--- src/rtl/regmap_pkg.sv ---
package regmap_pkg;

    // Bus geometry
    localparam int BUS_ADDR_WIDTH = 16;
    localparam int BUS_DATA_WIDTH = 32;
    localparam int OFFSET_WIDTH   = 12;    // Offset inside a region
    localparam int REGION_WIDTH   = BUS_ADDR_WIDTH - OFFSET_WIDTH;

    typedef logic [BUS_ADDR_WIDTH-1:0] bus_addr_t;
    typedef logic [BUS_DATA_WIDTH-1:0] bus_data_t;
    typedef logic [OFFSET_WIDTH-1:0]   offset_t;
    typedef logic [REGION_WIDTH-1:0]   region_t;

    // Single registers, all in region 0
    localparam bus_addr_t REG_CTRL   = 16'h0010;
    localparam bus_addr_t REG_STATUS = 16'h0028;
    localparam bus_addr_t REG_MODE   = 16'h0030;

    // Control register fields
    localparam int CTRL_TX_EN_BIT  = 16;
    localparam int CTRL_CAP_EN_BIT = 17;

    // Table regions in address bits 15:12
    localparam region_t REGION_ADC      = 4'd1;    // Read only
    localparam region_t REGION_BASELINE = 4'd2;
    localparam region_t REGION_NOISE    = 4'd3;

    // Channels sit 8 bytes apart inside a region
    localparam int CHAN_STRIDE_SHIFT = 3;
    localparam int CHAN_SEL_WIDTH    = OFFSET_WIDTH - CHAN_STRIDE_SHIFT;

    typedef logic [CHAN_SEL_WIDTH-1:0] chan_sel_t;

    // Returned for holes in the map
    localparam bus_data_t UNMAPPED_DATA = 32'hDEAD_BEEF;

    // Control register reset values
    localparam logic CTRL_TX_EN_RST  = 1'b1;
    localparam logic CTRL_CAP_EN_RST = 1'b0;

endpackage

--- src/rtl/ctrl_pkg.sv ---
package ctrl_pkg;

    // Front end geometry
    localparam int NUM_CHANNELS   = 4;
    localparam int ADC_WIDTH      = 12;
    localparam int SAMPLE_WIDTH   = 16;
    localparam int CHAN_IDX_WIDTH = $clog2(NUM_CHANNELS);
    localparam int MODE_WIDTH     = 5;
    localparam int STATUS_WIDTH   = 5;

    typedef logic [ADC_WIDTH-1:0]              adc_word_t;
    typedef logic [SAMPLE_WIDTH-1:0]           sample_t;
    typedef logic [CHAN_IDX_WIDTH-1:0]         chan_idx_t;
    typedef logic [NUM_CHANNELS*ADC_WIDTH-1:0] adc_bus_t;    // Channel 0 in the low bits
    typedef logic [MODE_WIDTH-1:0]             mode_t;
    typedef logic [STATUS_WIDTH-1:0]           status_t;

    // Working modes
    localparam mode_t MODE_IDLE = 5'd0;
    localparam mode_t MODE_CAL  = 5'd1;
    localparam mode_t MODE_ACQ  = 5'd2;
    localparam mode_t MODE_RST  = MODE_CAL;    // Mode out of reset

    // Status codes
    localparam status_t STAT_WAIT            = 5'd0;
    localparam status_t STAT_INIT_FINISH     = 5'd1;
    localparam status_t STAT_MEASURE_START   = 5'd2;
    localparam status_t STAT_MEASURE_FINISH  = 5'd3;
    localparam status_t STAT_CLUSTER_FINDING = 5'd4;

    typedef enum logic [1:0] {
        ST_IDLE,
        ST_CAPTURE,
        ST_TRANSMIT,
        ST_MESSAGE
    } acq_state_e;

    // Configuration held by the register bank
    typedef struct packed {
        mode_t   mode;
        status_t status;    // As written, not as reported
        logic    tx_en;
        logic    cap_en;
    } cfg_t;

    // Registered outputs of the system FSM
    typedef struct packed {
        logic tx_enable;
        logic msg_send;
        logic capture;
    } ctrl_t;

endpackage

--- src/rtl/reg_bank.sv ---
module reg_bank (
    input  logic                  clk,
    input  logic                  rst_n,
    input  regmap_pkg::bus_addr_t bus_addr_i,
    input  regmap_pkg::bus_data_t bus_wdata_i,
    input  logic                  bus_we_i,
    output regmap_pkg::bus_data_t bus_rdata_o,
    input  ctrl_pkg::adc_bus_t    adc_data_i,
    input  logic                  adc_valid_i,
    input  ctrl_pkg::ctrl_t       ctrl_i,
    output ctrl_pkg::cfg_t        cfg_o
);

    ctrl_pkg::cfg_t      cfg_q;
    ctrl_pkg::sample_t   baseline_mem [ctrl_pkg::NUM_CHANNELS];
    ctrl_pkg::sample_t   noise_mem    [ctrl_pkg::NUM_CHANNELS];
    ctrl_pkg::adc_word_t adc_mem      [ctrl_pkg::NUM_CHANNELS];

    regmap_pkg::region_t   region;
    regmap_pkg::offset_t   offset;
    regmap_pkg::chan_sel_t chan_sel;
    ctrl_pkg::chan_idx_t   chan_idx;
    logic                  chan_ok;
    logic                  wr_baseline;
    logic                  wr_noise;
    ctrl_pkg::status_t     status_rpt;

    // Address split shared by the write and read paths
    assign region   = bus_addr_i[regmap_pkg::BUS_ADDR_WIDTH-1:regmap_pkg::OFFSET_WIDTH];
    assign offset   = bus_addr_i[regmap_pkg::OFFSET_WIDTH-1:0];
    assign chan_sel = regmap_pkg::chan_sel_t'(offset >> regmap_pkg::CHAN_STRIDE_SHIFT);
    assign chan_ok  = (chan_sel < ctrl_pkg::NUM_CHANNELS);
    assign chan_idx = ctrl_pkg::chan_idx_t'(chan_sel);

    assign wr_baseline = bus_we_i && chan_ok && (region == regmap_pkg::REGION_BASELINE);
    assign wr_noise    = bus_we_i && chan_ok && (region == regmap_pkg::REGION_NOISE);

    // Control, status and mode registers
    always_ff @(posedge clk or negedge rst_n) begin
        if (!rst_n) begin
            cfg_q.mode   <= ctrl_pkg::MODE_RST;
            cfg_q.status <= ctrl_pkg::STAT_WAIT;
            cfg_q.tx_en  <= regmap_pkg::CTRL_TX_EN_RST;
            cfg_q.cap_en <= regmap_pkg::CTRL_CAP_EN_RST;
        end else if (bus_we_i) begin
            case (bus_addr_i)
                regmap_pkg::REG_CTRL: begin
                    cfg_q.tx_en  <= bus_wdata_i[regmap_pkg::CTRL_TX_EN_BIT];
                    cfg_q.cap_en <= bus_wdata_i[regmap_pkg::CTRL_CAP_EN_BIT];
                end
                regmap_pkg::REG_STATUS: begin
                    cfg_q.status <= bus_wdata_i[ctrl_pkg::STATUS_WIDTH-1:0];
                end
                regmap_pkg::REG_MODE: begin
                    cfg_q.mode <= bus_wdata_i[ctrl_pkg::MODE_WIDTH-1:0];
                end
                default: ;
            endcase
        end
    end

    // Baseline and noise tables take the low half of the data word
    always_ff @(posedge clk) begin
        if (wr_baseline) begin
            baseline_mem[chan_idx] <= bus_wdata_i[ctrl_pkg::SAMPLE_WIDTH-1:0];
        end
        if (wr_noise) begin
            noise_mem[chan_idx] <= bus_wdata_i[ctrl_pkg::SAMPLE_WIDTH-1:0];
        end
    end

    // All channels latch together while the FSM is capturing
    always_ff @(posedge clk) begin
        if (ctrl_i.capture && adc_valid_i) begin
            for (int i = 0; i < ctrl_pkg::NUM_CHANNELS; i++) begin
                adc_mem[i] <= adc_data_i[i*ctrl_pkg::ADC_WIDTH +: ctrl_pkg::ADC_WIDTH];
            end
        end
    end

    // Status as seen by the processor depends on the mode
    always_comb begin
        case (cfg_q.mode)
            ctrl_pkg::MODE_CAL: begin
                if (cfg_q.status != ctrl_pkg::STAT_MEASURE_FINISH) begin
                    status_rpt = ctrl_pkg::STAT_MEASURE_START;
                end else begin
                    status_rpt = cfg_q.status;
                end
            end
            ctrl_pkg::MODE_IDLE: status_rpt = ctrl_pkg::STAT_WAIT;
            ctrl_pkg::MODE_ACQ:  status_rpt = ctrl_pkg::STAT_CLUSTER_FINDING;
            default:             status_rpt = cfg_q.status;
        endcase
    end

    // Read mux, no side effects
    always_comb begin
        bus_rdata_o = regmap_pkg::UNMAPPED_DATA;
        case (bus_addr_i)
            regmap_pkg::REG_CTRL: begin
                bus_rdata_o = '0;
                bus_rdata_o[regmap_pkg::CTRL_TX_EN_BIT]  = cfg_q.tx_en;
                bus_rdata_o[regmap_pkg::CTRL_CAP_EN_BIT] = cfg_q.cap_en;
            end
            regmap_pkg::REG_STATUS: begin
                bus_rdata_o = regmap_pkg::bus_data_t'(status_rpt);
            end
            default: begin
                if (chan_ok) begin
                    if (region == regmap_pkg::REGION_ADC) begin
                        bus_rdata_o = regmap_pkg::bus_data_t'(adc_mem[chan_idx]);
                    end else if (region == regmap_pkg::REGION_BASELINE) begin
                        bus_rdata_o = regmap_pkg::bus_data_t'(baseline_mem[chan_idx]);
                    end else if (region == regmap_pkg::REGION_NOISE) begin
                        bus_rdata_o = regmap_pkg::bus_data_t'(noise_mem[chan_idx]);
                    end
                end
            end
        endcase
    end

    assign cfg_o = cfg_q;

endmodule

--- src/rtl/acq_fsm.sv ---
module acq_fsm (
    input  logic            clk,
    input  logic            rst_n,
    input  ctrl_pkg::cfg_t  cfg_i,
    input  logic            adc_valid_i,
    input  logic            tx_busy_i,
    input  logic            tx_done_i,
    output ctrl_pkg::ctrl_t ctrl_o
);

    ctrl_pkg::acq_state_e state_q;
    ctrl_pkg::mode_t      mode_q;    // Mode one cycle ago
    ctrl_pkg::ctrl_t      ctrl_q;
    logic                 run_q;

    logic mode_changed;
    logic start_capture;
    logic cal_go;
    logic acq_go;
    logic tx_finish;

    assign mode_changed = (cfg_i.mode != mode_q);

    assign start_capture = cfg_i.cap_en && run_q && (cfg_i.mode != ctrl_pkg::MODE_IDLE);

    // Calibration waits for software to finish the measurement
    assign cal_go = (cfg_i.mode == ctrl_pkg::MODE_CAL) &&
                    (cfg_i.status == ctrl_pkg::STAT_MEASURE_FINISH);
    assign acq_go = (cfg_i.mode == ctrl_pkg::MODE_ACQ) && adc_valid_i;

    assign tx_finish = tx_done_i || !tx_busy_i;

    // Delayed mode copy and run latch
    always_ff @(posedge clk or negedge rst_n) begin
        if (!rst_n) begin
            mode_q <= ctrl_pkg::MODE_RST;    // Reset alone sends no message
            run_q  <= 1'b0;
        end else begin
            mode_q <= cfg_i.mode;
            if (cfg_i.status == ctrl_pkg::STAT_INIT_FINISH) begin
                run_q <= 1'b1;    // Sticky until reset
            end
        end
    end

    always_ff @(posedge clk or negedge rst_n) begin
        if (!rst_n) begin
            state_q <= ctrl_pkg::ST_IDLE;
            ctrl_q  <= '0;
        end else if (mode_changed) begin
            // Any mode write announces itself first
            state_q          <= ctrl_pkg::ST_MESSAGE;
            ctrl_q.tx_enable <= 1'b1;
            ctrl_q.msg_send  <= 1'b1;
            ctrl_q.capture   <= 1'b0;
        end else begin
            case (state_q)
                ctrl_pkg::ST_IDLE: begin
                    ctrl_q.tx_enable <= 1'b0;
                    ctrl_q.msg_send  <= 1'b0;
                    ctrl_q.capture   <= start_capture;
                    if (start_capture) begin
                        state_q <= ctrl_pkg::ST_CAPTURE;
                    end
                end
                ctrl_pkg::ST_CAPTURE: begin
                    if (cfg_i.tx_en && (cal_go || acq_go)) begin
                        ctrl_q.tx_enable <= 1'b1;
                        ctrl_q.capture   <= 1'b0;
                        state_q          <= ctrl_pkg::ST_TRANSMIT;
                    end
                end
                ctrl_pkg::ST_TRANSMIT: begin
                    // Held here only by a busy transmitter
                    if (tx_finish) begin
                        state_q <= ctrl_pkg::ST_IDLE;
                    end
                end
                ctrl_pkg::ST_MESSAGE: begin
                    ctrl_q.tx_enable <= 1'b1;
                    ctrl_q.msg_send  <= 1'b1;
                    if (tx_done_i) begin
                        state_q <= ctrl_pkg::ST_IDLE;    // Outputs drop in idle
                    end
                end
                default: begin
                    state_q <= ctrl_pkg::ST_IDLE;
                    ctrl_q  <= '0;
                end
            endcase
        end
    end

    assign ctrl_o = ctrl_q;

endmodule

--- src/rtl/tx_release.sv ---
module tx_release (
    input  logic           clk,
    input  logic           rst_n,
    input  ctrl_pkg::cfg_t cfg_i,
    input  logic           tx_enable_i,
    input  logic           tx_done_i,
    output logic           data_accept_o
);

    logic done_q;
    logic done_rise_q;
    logic pending_q;
    logic first_sent_q;
    logic force_release;

    // Calibration result is streamed without waiting on the transmitter
    assign force_release = (cfg_i.status == ctrl_pkg::STAT_MEASURE_FINISH);

    always_ff @(posedge clk or negedge rst_n) begin
        if (!rst_n) begin
            done_q        <= 1'b0;
            done_rise_q   <= 1'b0;
            pending_q     <= 1'b0;
            first_sent_q  <= 1'b0;
            data_accept_o <= 1'b0;
        end else begin
            done_q      <= tx_done_i;
            done_rise_q <= tx_done_i && !done_q;

            if (done_rise_q) begin
                pending_q <= 1'b1;
            end

            if ((tx_enable_i && !first_sent_q) || force_release) begin
                data_accept_o <= 1'b1;
                first_sent_q  <= 1'b1;
                pending_q     <= 1'b0;
            end else if (pending_q) begin
                data_accept_o <= 1'b1;    // One cycle per finished packet
                pending_q     <= 1'b0;
            end else begin
                data_accept_o <= 1'b0;
            end
        end
    end

endmodule

--- src/rtl/acq_ctrl_top.sv ---
module acq_ctrl_top (
    input  logic                  clk,
    input  logic                  rst_n,

    // Processor register bus
    input  regmap_pkg::bus_addr_t bus_addr_i,
    input  regmap_pkg::bus_data_t bus_wdata_i,
    input  logic                  bus_we_i,
    output regmap_pkg::bus_data_t bus_rdata_o,

    // ADC front end
    input  ctrl_pkg::adc_bus_t    adc_data_i,
    input  logic                  adc_valid_i,

    // Transmitter strobes
    input  logic                  tx_busy_i,
    input  logic                  tx_done_i,
    output logic                  tx_enable_o,
    output logic                  msg_send_o,
    output logic                  data_accept_o
);

    ctrl_pkg::cfg_t  cfg;
    ctrl_pkg::ctrl_t ctrl;

    reg_bank u_reg_bank (
        .clk         (clk),
        .rst_n       (rst_n),
        .bus_addr_i  (bus_addr_i),
        .bus_wdata_i (bus_wdata_i),
        .bus_we_i    (bus_we_i),
        .bus_rdata_o (bus_rdata_o),
        .adc_data_i  (adc_data_i),
        .adc_valid_i (adc_valid_i),
        .ctrl_i      (ctrl),
        .cfg_o       (cfg)
    );

    acq_fsm u_acq_fsm (
        .clk         (clk),
        .rst_n       (rst_n),
        .cfg_i       (cfg),
        .adc_valid_i (adc_valid_i),
        .tx_busy_i   (tx_busy_i),
        .tx_done_i   (tx_done_i),
        .ctrl_o      (ctrl)
    );

    tx_release u_tx_release (
        .clk           (clk),
        .rst_n         (rst_n),
        .cfg_i         (cfg),
        .tx_enable_i   (ctrl.tx_enable),
        .tx_done_i     (tx_done_i),
        .data_accept_o (data_accept_o)
    );

    assign tx_enable_o = ctrl.tx_enable;
    assign msg_send_o  = ctrl.msg_send;

endmodule

--- config.mk ---
export PLATFORM = sky130hd
export DESIGN_NAME = acq_ctrl_top
export DESIGN_NICKNAME = d
export VERILOG_FILES = /design/src/rtl/regmap_pkg.sv /design/src/rtl/ctrl_pkg.sv /design/src/rtl/reg_bank.sv /design/src/rtl/acq_fsm.sv /design/src/rtl/tx_release.sv /design/src/rtl/acq_ctrl_top.sv
export SDC_FILE = /design/constraint.sdc
export NUM_CORES = 1
export LEC_CHECK = 0
export ABC_AREA = 1
export BUFFER_PORTS_ARGS = -buffer_cell sky130_fd_sc_hd__buf_2
export CAP_MARGIN = 20
export CELL_PAD_IN_SITES_DETAIL_PLACEMENT = 1
export CELL_PAD_IN_SITES_GLOBAL_PLACEMENT = 2
export CORE_MARGIN = 5
export CORE_UTILIZATION = 30
export DETAILED_ROUTE_END_ITERATION = 10
export PLACE_DENSITY_LB_ADDON = 0.1
export RECOVER_POWER = 50
export SYNTH_ARGS = -nofsm -noshare
export SYNTH_HDL_FRONTEND = slang
export SYNTH_SLANG_ARGS = --single-unit
--- constraint.sdc ---
create_clock -name clk -period 2.6 [get_ports clk]
set_input_delay 0.13 -clock clk [delete_from_list [all_inputs] [get_ports clk]]
set_output_delay 0.13 -clock clk [all_outputs]
set_load 0.01 [all_outputs]
==> impl_metrics.json, run 1 <==
{
  "critPathLaunchType": "input pin",
  "postLayoutCellArea_um2": 11200,
  "dp_hpwl_mm": 17.3,
  "antenna_found_initial": 0,
  "viasPerCell": 4.50,
  "maxCapViolations": 1,
  "rsz0062_at_grt": "no",
  "vias": 6191,
  "post-route-min-period_ns": 2.11,
  "placed_cells_incl_taps": 1261,
  "ys_seq_area_share_pct": 69.3,
  "maxSlewViolCount": 29,
  "final_common_cell": "nand2_1",
  "violations": "capacitance limit, slew limit",
  "drtIter0Drc": 295,
  "core_region_area_um2": 28500,
  "cts_num_sinks": 204,
  "post_cts_buffers": 0,
  "die_w_um": 180,
  "crit_start": "bus_addr_i[3]",
  "r2r-end": "u_acq_fsm.state_q[0]",
  "r2r_setup_slack_ns": 0.90,
  "place.gp.congestion": 0.779,
  "tritoncts": "built",
  "fmax_ghz": 0.474,
  "whs_path_depth": 3,
  "postRouteAntennaNets": 0,
  "antenna_cells": 0,
  "combPwrFrac_pct": 8.5,
  "finalHoldViolCount": 0,
  "relSlewSlack_pct": -6.68,
  "run_status": "finished, violations left",
  "synthCells": 763,
  "hp-class": "input pin to flip-flop",
  "vdd_ir_drop_max_mv": 0.560,
  "overflow": 0,
  "drcViolationCount": 0,
  "drt_first_pass_iters": 4,
  "clk_pin_slew_ns": 0.05,
  "grt_pass1_wl_mm": 39.1,
  "dpl_cell_area_um2": 9710,
  "design.die.area_um2": 32300,
  "grt_pass1_vias": 6826,
  "fill_cells": 3203,
  "initial_core_util_pct": 30.3,
  "die_h_um": 180,
  "io_buffers": 118,
  "fin_ws_ns": 0.488,
  "postLayoutCoreUtil_pct": 39.2,
  "end_kind": "primary output",
  "final_cell_mix": "nand2_1 (223), edfxtp_1 (176), buf_2 (89), dlygate4sd3_1 (68), nor2_1 (66)",
  "arrival_ns": 1.98,
  "p_sw_share_pct": 23.1,
  "fin_cells": 1375,
  "grt_max_degree": 49,
  "internal_power_mw": 6.05,
  "whs_endpoint": "u_reg_bank.cfg_o[1]",
  "clk_path_buf_depth": 3,
  "power_density_nw_per_um2": 702,
  "pwr-share-seq_pct": 46.3,
  "synth_seq_cells": 204,
  "ys_types": 38,
  "seq_area_um2": 5990,
  "drive_gt1_share_pct": 19.0,
  "root_buffer": "clkbuf_16",
  "clk_latency_ns": 0.53,
  "leakage_nw": 4.40,
  "post-place-ws_ns": 0.411,
  "syn_to_final_growth_pct": 29.5,
  "r2r-start": "u_reg_bank.cfg_o[7]",
  "nNetsFinal": 1080,
  "cp.required_ns": 2.47,
  "multiInputGateArea_um2": 2170,
  "row_count": 62,
  "syn_area_um2": 8650,
  "setup_viol": 0,
  "worstHoldStart": "bus_we_i",
  "crit_type": "input pin to primary output",
  "cts_hold_buf": 68,
  "fin_crit_sh_pct": 81.2,
  "fin_worst_skew_ns": 0.0207,
  "clockPowerShare_pct": 45.2,
  "cts-resized-gates": 0,
  "worst_pin_slew_ns": 1.60,
  "avgRoutedWirePerCell_um": 18.3,
  "h-tree-depth": 1,
  "cts_buffers": 25,
  "rr_worst_depth": 10,
  "p_sw_mw": 1.81,
  "grt_util_all_layers_pct": 15.4,
  "avgSynthCellArea_um2": 11.3,
  "finalWirelength_mm": 25.2,
  "ys.warnings.count": 0,
  "crit_fanout": 13,
  "ios": 137,
  "setup-tns-final_ns": 0
}
-- synth_stat cells, drive strengths merged --
library cell,instances,area share [%]
nand2,229,10
edfxtp,176,61
nor2,77,4.1
inv,62,2.8
a21oi,40,2.3
nand3,38,2.4
buf,33,2.8
nand4,31,2.2
dfrtp,25,7.2
o21ai,17,0.98
o22ai,8,0.58
ha,6,0.87
or2,4,0.29
dfstp,3,0.91
a22oi,2,0.17
o211ai,2,0.17
a211oi,1,0.087
clkbuf,1,0.043
clkinv,1,0.058
conb,1,0.043
mux2i,1,0.12
nand3b,1,0.087
nor3,1,0.058
o21a,1,0.087
o31ai,1,0.087
xor2,1,0.10
-- per-layer routing --
layer / share of wire [%] / vias to the layer above / track usage [%]
met1: 44 / 2995 / 19.9
met2: 48 / 145 / 26.3
met3: 4.7 / 39 / 2.83
met4: 2.8 / 0 / 4.60
met5: 0 / - / 0
li1: - / 3012 / -
-- how the worst max path moves through the flow --
stage	end	slack, ns	cells after the start
3_5_place_dp	bus_rdata_o[31]	0.41	8
4_1_cts	bus_rdata_o[31]	0.41	8
5_1_grt	bus_rdata_o[19]	0.22	8
2_1_floorplan	u_reg_bank.baseline_mem[0][0]	0.64	6
3_3_place_gp	bus_rdata_o[18]	0.49	8
6_report	bus_rdata_o[31]	0.49	8
-- cells by family after synthesis --
group	Yosys count	synth area share (%)
multiplexers	1	0.116
AO/OA/AOI/OAI	72	4.49
flip-flops	204	69.3
adder cells (fa/ha/maj)	6	0.868
AND/OR/NAND/NOR	381	19.4
XOR/XNOR	1	0.101
other	1	0.0434
buffers and inverters	97	5.70
-- per-stage QoR --
| step | hold WS [ns] | power, mW |
|---|---|---|
| 2_1_floorplan | -0.166 | 4.05 |
| 3_3_place_gp | 0.200 | 4.30 |
| 3_5_place_dp | 0.203 | 4.32 |
| 4_1_cts | 0.0539 | 7.97 |
| 5_1_grt | 0.0936 | 8.17 |
| 6_report | 0.0613 | 7.86 |
-- sequential cells by signal, summed over array words and instances (netlist names) --
| name | cells |
|---|---|
| u_reg_bank.baseline_mem | 64 |
| u_acq_fsm.state_q | 2 |
| u_acq_fsm.mode_q | 5 |
| u_tx_release.done_rise_q | 1 |
| u_tx_release.first_sent_q | 1 |
| u_tx_release.done_q | 1 |
| u_reg_bank.noise_mem | 64 |
| u_reg_bank.cfg_o | 12 |
| u_acq_fsm.ctrl_o | 3 |
| u_reg_bank.adc_mem | 48 |
| u_tx_release.data_accept_o | 1 |
| u_acq_fsm.run_q | 1 |
| u_tx_release.pending_q | 1 |
-- critical path: stages --
cell	delay [ns]
buf_2	0.33
inv_4	0.16
nand2_4	0.20
nor2_1	0.09
nand3_1	0.15
nand2_2	0.26
nor2_1	0.44
buf_2	0.22
-- area by class of cell --
| type | instances | share of cell area [%] |
|---|---|---|
| sequential | 204 | 53.5 |
| multi-input combinational | 465 | 19.4 |
| timing repair buffer | 213 | 13.1 |
| clock buffer | 27 | 5.65 |
| tap | 384 | 4.29 |
| inverter | 63 | 2.21 |
| clock inverter | 19 | 1.92 |
-- power groups by stage --
stage	sequential, mW	combinational [mW]	clock [mW]
final	3.64	0.671	3.55
after global routing	3.64	0.769	3.76
after CTS	3.64	0.695	3.64
after floorplan	3.71	0.344	0
after detailed placement	3.71	0.611	0
after global placement	3.70	0.599	0
No activity file was read; power rests on OpenSTA's default activity.
==> inputs of run 2 (changes only) <==
Clock period 2.6 ns to 2.2 ns, I/O delays scaled along.
==> impl_metrics.json, run 2 (synthesis gave the netlist of run 1 again) <==
{
  "setup-tns-final_ns": 0,
  "drtIter0Drc": 258,
  "nNetsFinal": 1083,
  "top_regs": "u_reg_bank.baseline_mem: 64 flops, u_reg_bank.noise_mem: 64 flops, u_reg_bank.adc_mem: 48 flops",
  "rsz0062_at_grt": "no",
  "initial_core_util_pct": 30.3,
  "post-place-ws_ns": 0.254,
  "finalWirelength_mm": 25.8,
  "fin_worst_skew_ns": 0.00619,
  "clk_latency_ns": 0.53,
  "postRouteAntennaNets": 0,
  "drive_gt1_share_pct": 19.2,
  "whs_endpoint": "u_reg_bank.cfg_o[1]",
  "fin_crit_sh_pct": 91.9,
  "maxSlewViolCount": 29,
  "whs_path_depth": 3,
  "design.die.area_um2": 32300,
  "avgRoutedWirePerCell_um": 18.8,
  "ios": 137,
  "leakage_nw": 4.42,
  "r2r_setup_slack_ns": 0.53,
  "row_count": 62,
  "die_h_um": 180,
  "maxCapViolations": 1,
  "finalHoldViolCount": 0,
  "vias": 6253,
  "r2r-end": "u_acq_fsm.state_q[0]",
  "cts_buffers": 25,
  "clk_pin_slew_ns": 0.05,
  "placed_cells_incl_taps": 1264,
  "overflow": 0,
  "core_region_area_um2": 28500,
  "arrival_ns": 1.91,
  "power_mw": 9.11,
  "syn_to_final_growth_pct": 29.7,
  "grt_pass1_vias": 6745,
  "grt_util_all_layers_pct": 15.6,
  "worst_pin_slew_ns": 1.56,
  "power_density_nw_per_um2": 813,
  "worstHoldStart": "bus_we_i",
  "hp-class": "input pin to flip-flop",
  "r2r-start": "u_reg_bank.cfg_o[7]",
  "worst_path_most_repeated_cell": "nand2_1",
  "slowest_stage": "dfrtp_1",
  "grt_pass1_wl_mm": 39.5,
  "final_cell_mix": "nand2_1 (223), edfxtp_1 (176), buf_2 (92), dlygate4sd3_1 (68), nor2_1 (66)",
  "rr_worst_depth": 10,
  "drt_first_pass_iters": 4,
  "antenna_cells": 0,
  "run_status": "finished, violations left",
  "crit_path_max_incr_delay_ns": 0.43,
  "clk_path_buf_depth": 3,
  "fmax_ghz": 0.494,
  "antenna_found_initial": 0,
  "final_common_cell": "nand2_1",
  "grt_max_degree": 49,
  "fin_cells": 1376,
  "setup_viol": 0,
  "place.gp.congestion": 0.789,
  "viasPerCell": 4.54,
  "cts-resized-gates": 0,
  "crit_type": "flip-flop to primary output",
  "post-route-min-period_ns": 2.02,
  "io_buffers": 118,
  "crit_fanout": 5,
  "critPathLaunchType": "flip-flop",
  "h-tree-depth": 1,
  "dp_hpwl_mm": 17.2,
  "root_buffer": "clkbuf_16",
  "crit_path_cell_trace": "nor2_2 -> nand2_1 -> nor2_1 -> nand2_1 -> nand2_1 -> o211ai_1 -> nand2_1 -> buf_2",
  "violations": "capacitance limit, slew limit",
  "relSlewSlack_pct": -3.93,
  "tritoncts": "built",
  "die_w_um": 180,
  "vdd_ir_drop_max_mv": 0.582,
  "end_kind": "primary output",
  "cts_num_sinks": 204,
  "cp.required_ns": 2.09,
  "drcViolationCount": 0,
  "fin_ws_ns": 0.177
}
## run 2: cell count changes in the layout (fill, tap and decap cells not counted), sizes merged
cell and delta:
clkbuf +1, buf +5, clkinvlp -3, clkinv -1, bufinv -1
## run 2: report_power, final
| part | total (mW) | switching (mW) | leakage (nW) | internal, mW |
|---|---|---|---|---|
| Sequential | 4.30 | 0.0398 | 1.94 | 4.26 |
| Combinational | 0.800 | 0.470 | 2.08 | 0.330 |
| Clock | 4.01 | 1.58 | 0.394 | 2.44 |
## run 2: critical path, delay by kind of cell (launching register included)
family          cells  cell delay [ns]
compound gates      1             0.08
buf+inv             1             0.14
flops               1             0.43
simple gates        6             0.75
## run 2: worst max-delay path by stage
stage / to / slack [ns] / cells after the start / startpoint
finish: bus_rdata_o[0] / 0.18 / 8 / u_reg_bank.cfg_o[10]
global route: bus_rdata_o[0] / 0.02 / 8 / u_reg_bank.cfg_o[10]
CTS: bus_rdata_o[0] / 0.12 / 8 / u_reg_bank.cfg_o[10]
detailed placement: u_reg_bank.baseline_mem[0][9] / 0.25 / 8 / bus_addr_i[7]
global placement: u_reg_bank.baseline_mem[0][9] / 0.27 / 8 / bus_addr_i[7]
floorplan: u_reg_bank.baseline_mem[0][0] / 0.26 / 6 / bus_addr_i[15]
## run 2: repair_timing
item                                   in CTS  in global routing
setup buffers                               0                  0
endpoints found under the hold margin     210                  0
hold buffers                               68                  0
## run 2: layout make-up
| class | count | area [um2] |
|---|---|---|
| fill | 3179 | 17300 |
| sequential | 204 | 5990 |
| multi-input combinational | 465 | 2170 |
| timing repair buffer | 216 | 1530 |
| clock buffer | 30 | 644 |
| tap | 384 | 480 |
| inverter | 63 | 248 |
| clock inverter | 14 | 154 |
## run 2: metrics by stage
| stage | area (um2) | utilization [%] | hold WS (ns) |
|---|---|---|---|
| after floorplan | 8660 | - | -0.186 |
| after global placement | 9770 | 34.2 | 0.179 |
| after detailed placement | 9770 | 34.2 | 0.190 |
| after CTS | 11300 | 39.4 | 0.0244 |
| after global routing | 11200 | 39.3 | 0.0422 |
| final | 11200 | 39.3 | 0.0443 |
## run 2: routing by layer
layer | wire length [um] | share of wire [%] | global-route usage [%] | vias up
li1 | - | - | - | 3015
met1 | 11700 | 45 | 20.2 | 3073
met2 | 12600 | 49 | 27.4 | 128
met3 | 943 | 3.7 | 2.53 | 37
met4 | 659 | 2.6 | 4.08 | 0
met5 | 0 | 0 | 0 | -
==> inputs of run 3 (changes only) <==
Settings changed: BUFFER_PORTS_ARGS -buffer_cell sky130_fd_sc_hd__buf_2 to -buffer_cell sky130_fd_sc_hd__clkbuf_2, CAP_MARGIN 20 to unset.
==> impl_metrics.json, run 3 (synthesis gave the netlist of run 1 again) <==
{
  "maxCapViolations": 1,
  "grt_pass1_vias": 6731,
  "fin_crit_sh_pct": 91.7,
  "nNetsFinal": 1086,
  "core_region_area_um2": 28500,
  "root_buffer": "clkbuf_16",
  "avgRoutedWirePerCell_um": 18.5,
  "finalHoldViolCount": 0,
  "drcViolationCount": 0,
  "crit_buf_inv": 1,
  "antenna_found_initial": 0,
  "cts_buffers": 24,
  "initial_core_util_pct": 30.3,
  "vias": 6265,
  "clk_latency_ns": 0.51,
  "postLayoutCoreUtil_pct": 39.3,
  "grt_pass1_wl_mm": 39.3,
  "post_cts_buffers": 0,
  "h-tree-depth": 1,
  "postRouteAntennaNets": 0,
  "grt_util_all_layers_pct": 15.5,
  "fmax_ghz": 0.496,
  "post-route-min-period_ns": 2.02,
  "crit_fanout": 5,
  "row_count": 62,
  "maxSlewViolCount": 29,
  "die_w_um": 180,
  "die_h_um": 180,
  "crit_type": "flip-flop to primary output",
  "vdd_ir_drop_max_mv": 0.534,
  "crit_path_cell_trace": "nor2_2 -> nand2_1 -> nor2_1 -> nand2_1 -> nand2_1 -> o211ai_1 -> nand2_1 -> clkbuf_2",
  "leakage_nw": 4.46,
  "drt_first_pass_iters": 4,
  "design.die.area_um2": 32300,
  "crit_path_max_incr_delay_ns": 0.43,
  "dp_hpwl_mm": 17.5,
  "setup-tns-final_ns": 0,
  "arrival_ns": 1.91,
  "run_status": "finished, violations left",
  "io_buffers": 118,
  "worst_pin_slew_ns": 1.58,
  "place.gp.congestion": 0.808,
  "ios": 137,
  "drive_gt1_share_pct": 19.6,
  "antenna_cells": 0,
  "fin_worst_skew_ns": 0.00570,
  "power_density_nw_per_um2": 791,
  "cts_num_sinks": 204,
  "overflow": 0,
  "rsz0062_at_grt": "no",
  "grt_max_degree": 49,
  "worst_path_most_repeated_cell": "nand2_1",
  "viasPerCell": 4.54,
  "cp_top_family": "simple AND/OR/NAND/NOR gates",
  "drtIter0Drc": 286,
  "finalWirelength_mm": 25.5,
  "clk_path_buf_depth": 3,
  "clk_pin_slew_ns": 0.06,
  "setup_viol": 0,
  "slowest_stage": "dfrtp_1",
  "relSlewSlack_pct": -5.40,
  "cp.required_ns": 2.09,
  "final_common_cell": "nand2_1",
  "end_kind": "primary output",
  "syn_to_final_growth_pct": 29.7,
  "tritoncts": "built",
  "violations": "capacitance limit, slew limit",
  "final_cell_mix": "nand2_1 (223), edfxtp_1 (176), clkbuf_2 (94), dlygate4sd3_1 (68), nor2_1 (65)",
  "top_regs": "u_reg_bank.baseline_mem: 64 flops, u_reg_bank.noise_mem: 64 flops, u_reg_bank.adc_mem: 48 flops",
  "critPathLaunchType": "flip-flop",
  "hp-class": "input pin to flip-flop"
}
==> run 3: cell types whose count changed in the layout (fill, tap and decap cells not counted), moves of 2 or more <==
cell      delta
clkbuf_1     -3
buf_2       -92
clkinv_1     +2
clkbuf_2    +93
buf_4        +2
==> run 3: area by class of cell <==
cell class	instances	area (um2)
Fill cell	3169	17300
Sequential cell	204	5990
Multi-Input combinational cell	465	2170
Timing Repair Buffer	220	1570
Clock buffer	27	612
Tap cell	384	480
Inverter	63	248
Clock inverter	17	144
==> run 3: power breakdown <==
| group | switching, mW | total, mW | internal (mW) |
|---|---|---|---|
| Combinational | 0.473 | 0.803 | 0.330 |
| Clock | 1.54 | 3.77 | 2.23 |
| Sequential | 0.0422 | 4.30 | 4.26 |
| Total | 2.05 | 8.87 | 6.82 |
==> run 3: worst register-to-register path, delay by kind of cell, from the launching register on <==
family        cells  cell delay, ns
buf+inv           1            0.08
flops             1            0.59
simple gates      9            0.95
==> run 3: worst paths after layout <==
kind	cells past startpoint	endpoint	from	slack, ns
max in group asynchronous	2	u_reg_bank.cfg_o[10]	rst_n	0.75
setup / recovery	8	bus_rdata_o[0]	u_reg_bank.cfg_o[10]	0.18
hold reg to reg	1	u_tx_release.done_rise_q	u_tx_release.done_q	0.41
min in group asynchronous	2	u_acq_fsm.state_q[0]	rst_n	0.53
hold / removal	3	u_reg_bank.cfg_o[1]	bus_we_i	0.08
setup reg to reg	10	u_acq_fsm.state_q[0]	u_reg_bank.cfg_o[7]	0.53
==> run 3: through the flow <==
stage | instance area, um2 | worst slack, ns | power (mW) | instances | hold WS, ns
after global routing | 11200 | 0.0726 | 9.29 | 1380 | 0.0852
after CTS | 11300 | 0.139 | 9.03 | 1380 | 0.0743
after global placement | 9810 | 0.279 | 5.09 | 1268 | 0.198
final | 11200 | 0.183 | 8.87 | 1380 | 0.0765
after floorplan | 8660 | 0.263 | 4.79 | 766 | -0.186
after detailed placement | 9810 | 0.290 | 5.11 | 1268 | 0.211
==> run 3: per-layer routing <==
layer,vias to the layer above,track usage [%],wire [um]
li1,3019,-,-
met1,3059,20.3,11200
met2,150,26.9,12500
met3,37,2.57,1190
met4,0,3.84,578
met5,-,0,0
==> run 3: what timing repair did <==
item | CTS | global route
setup endpoints to repair | 0 | 0
gates resized for setup | 0 | 0
hold endpoints to repair | 206 | 0
hold buffers | 68 | 0
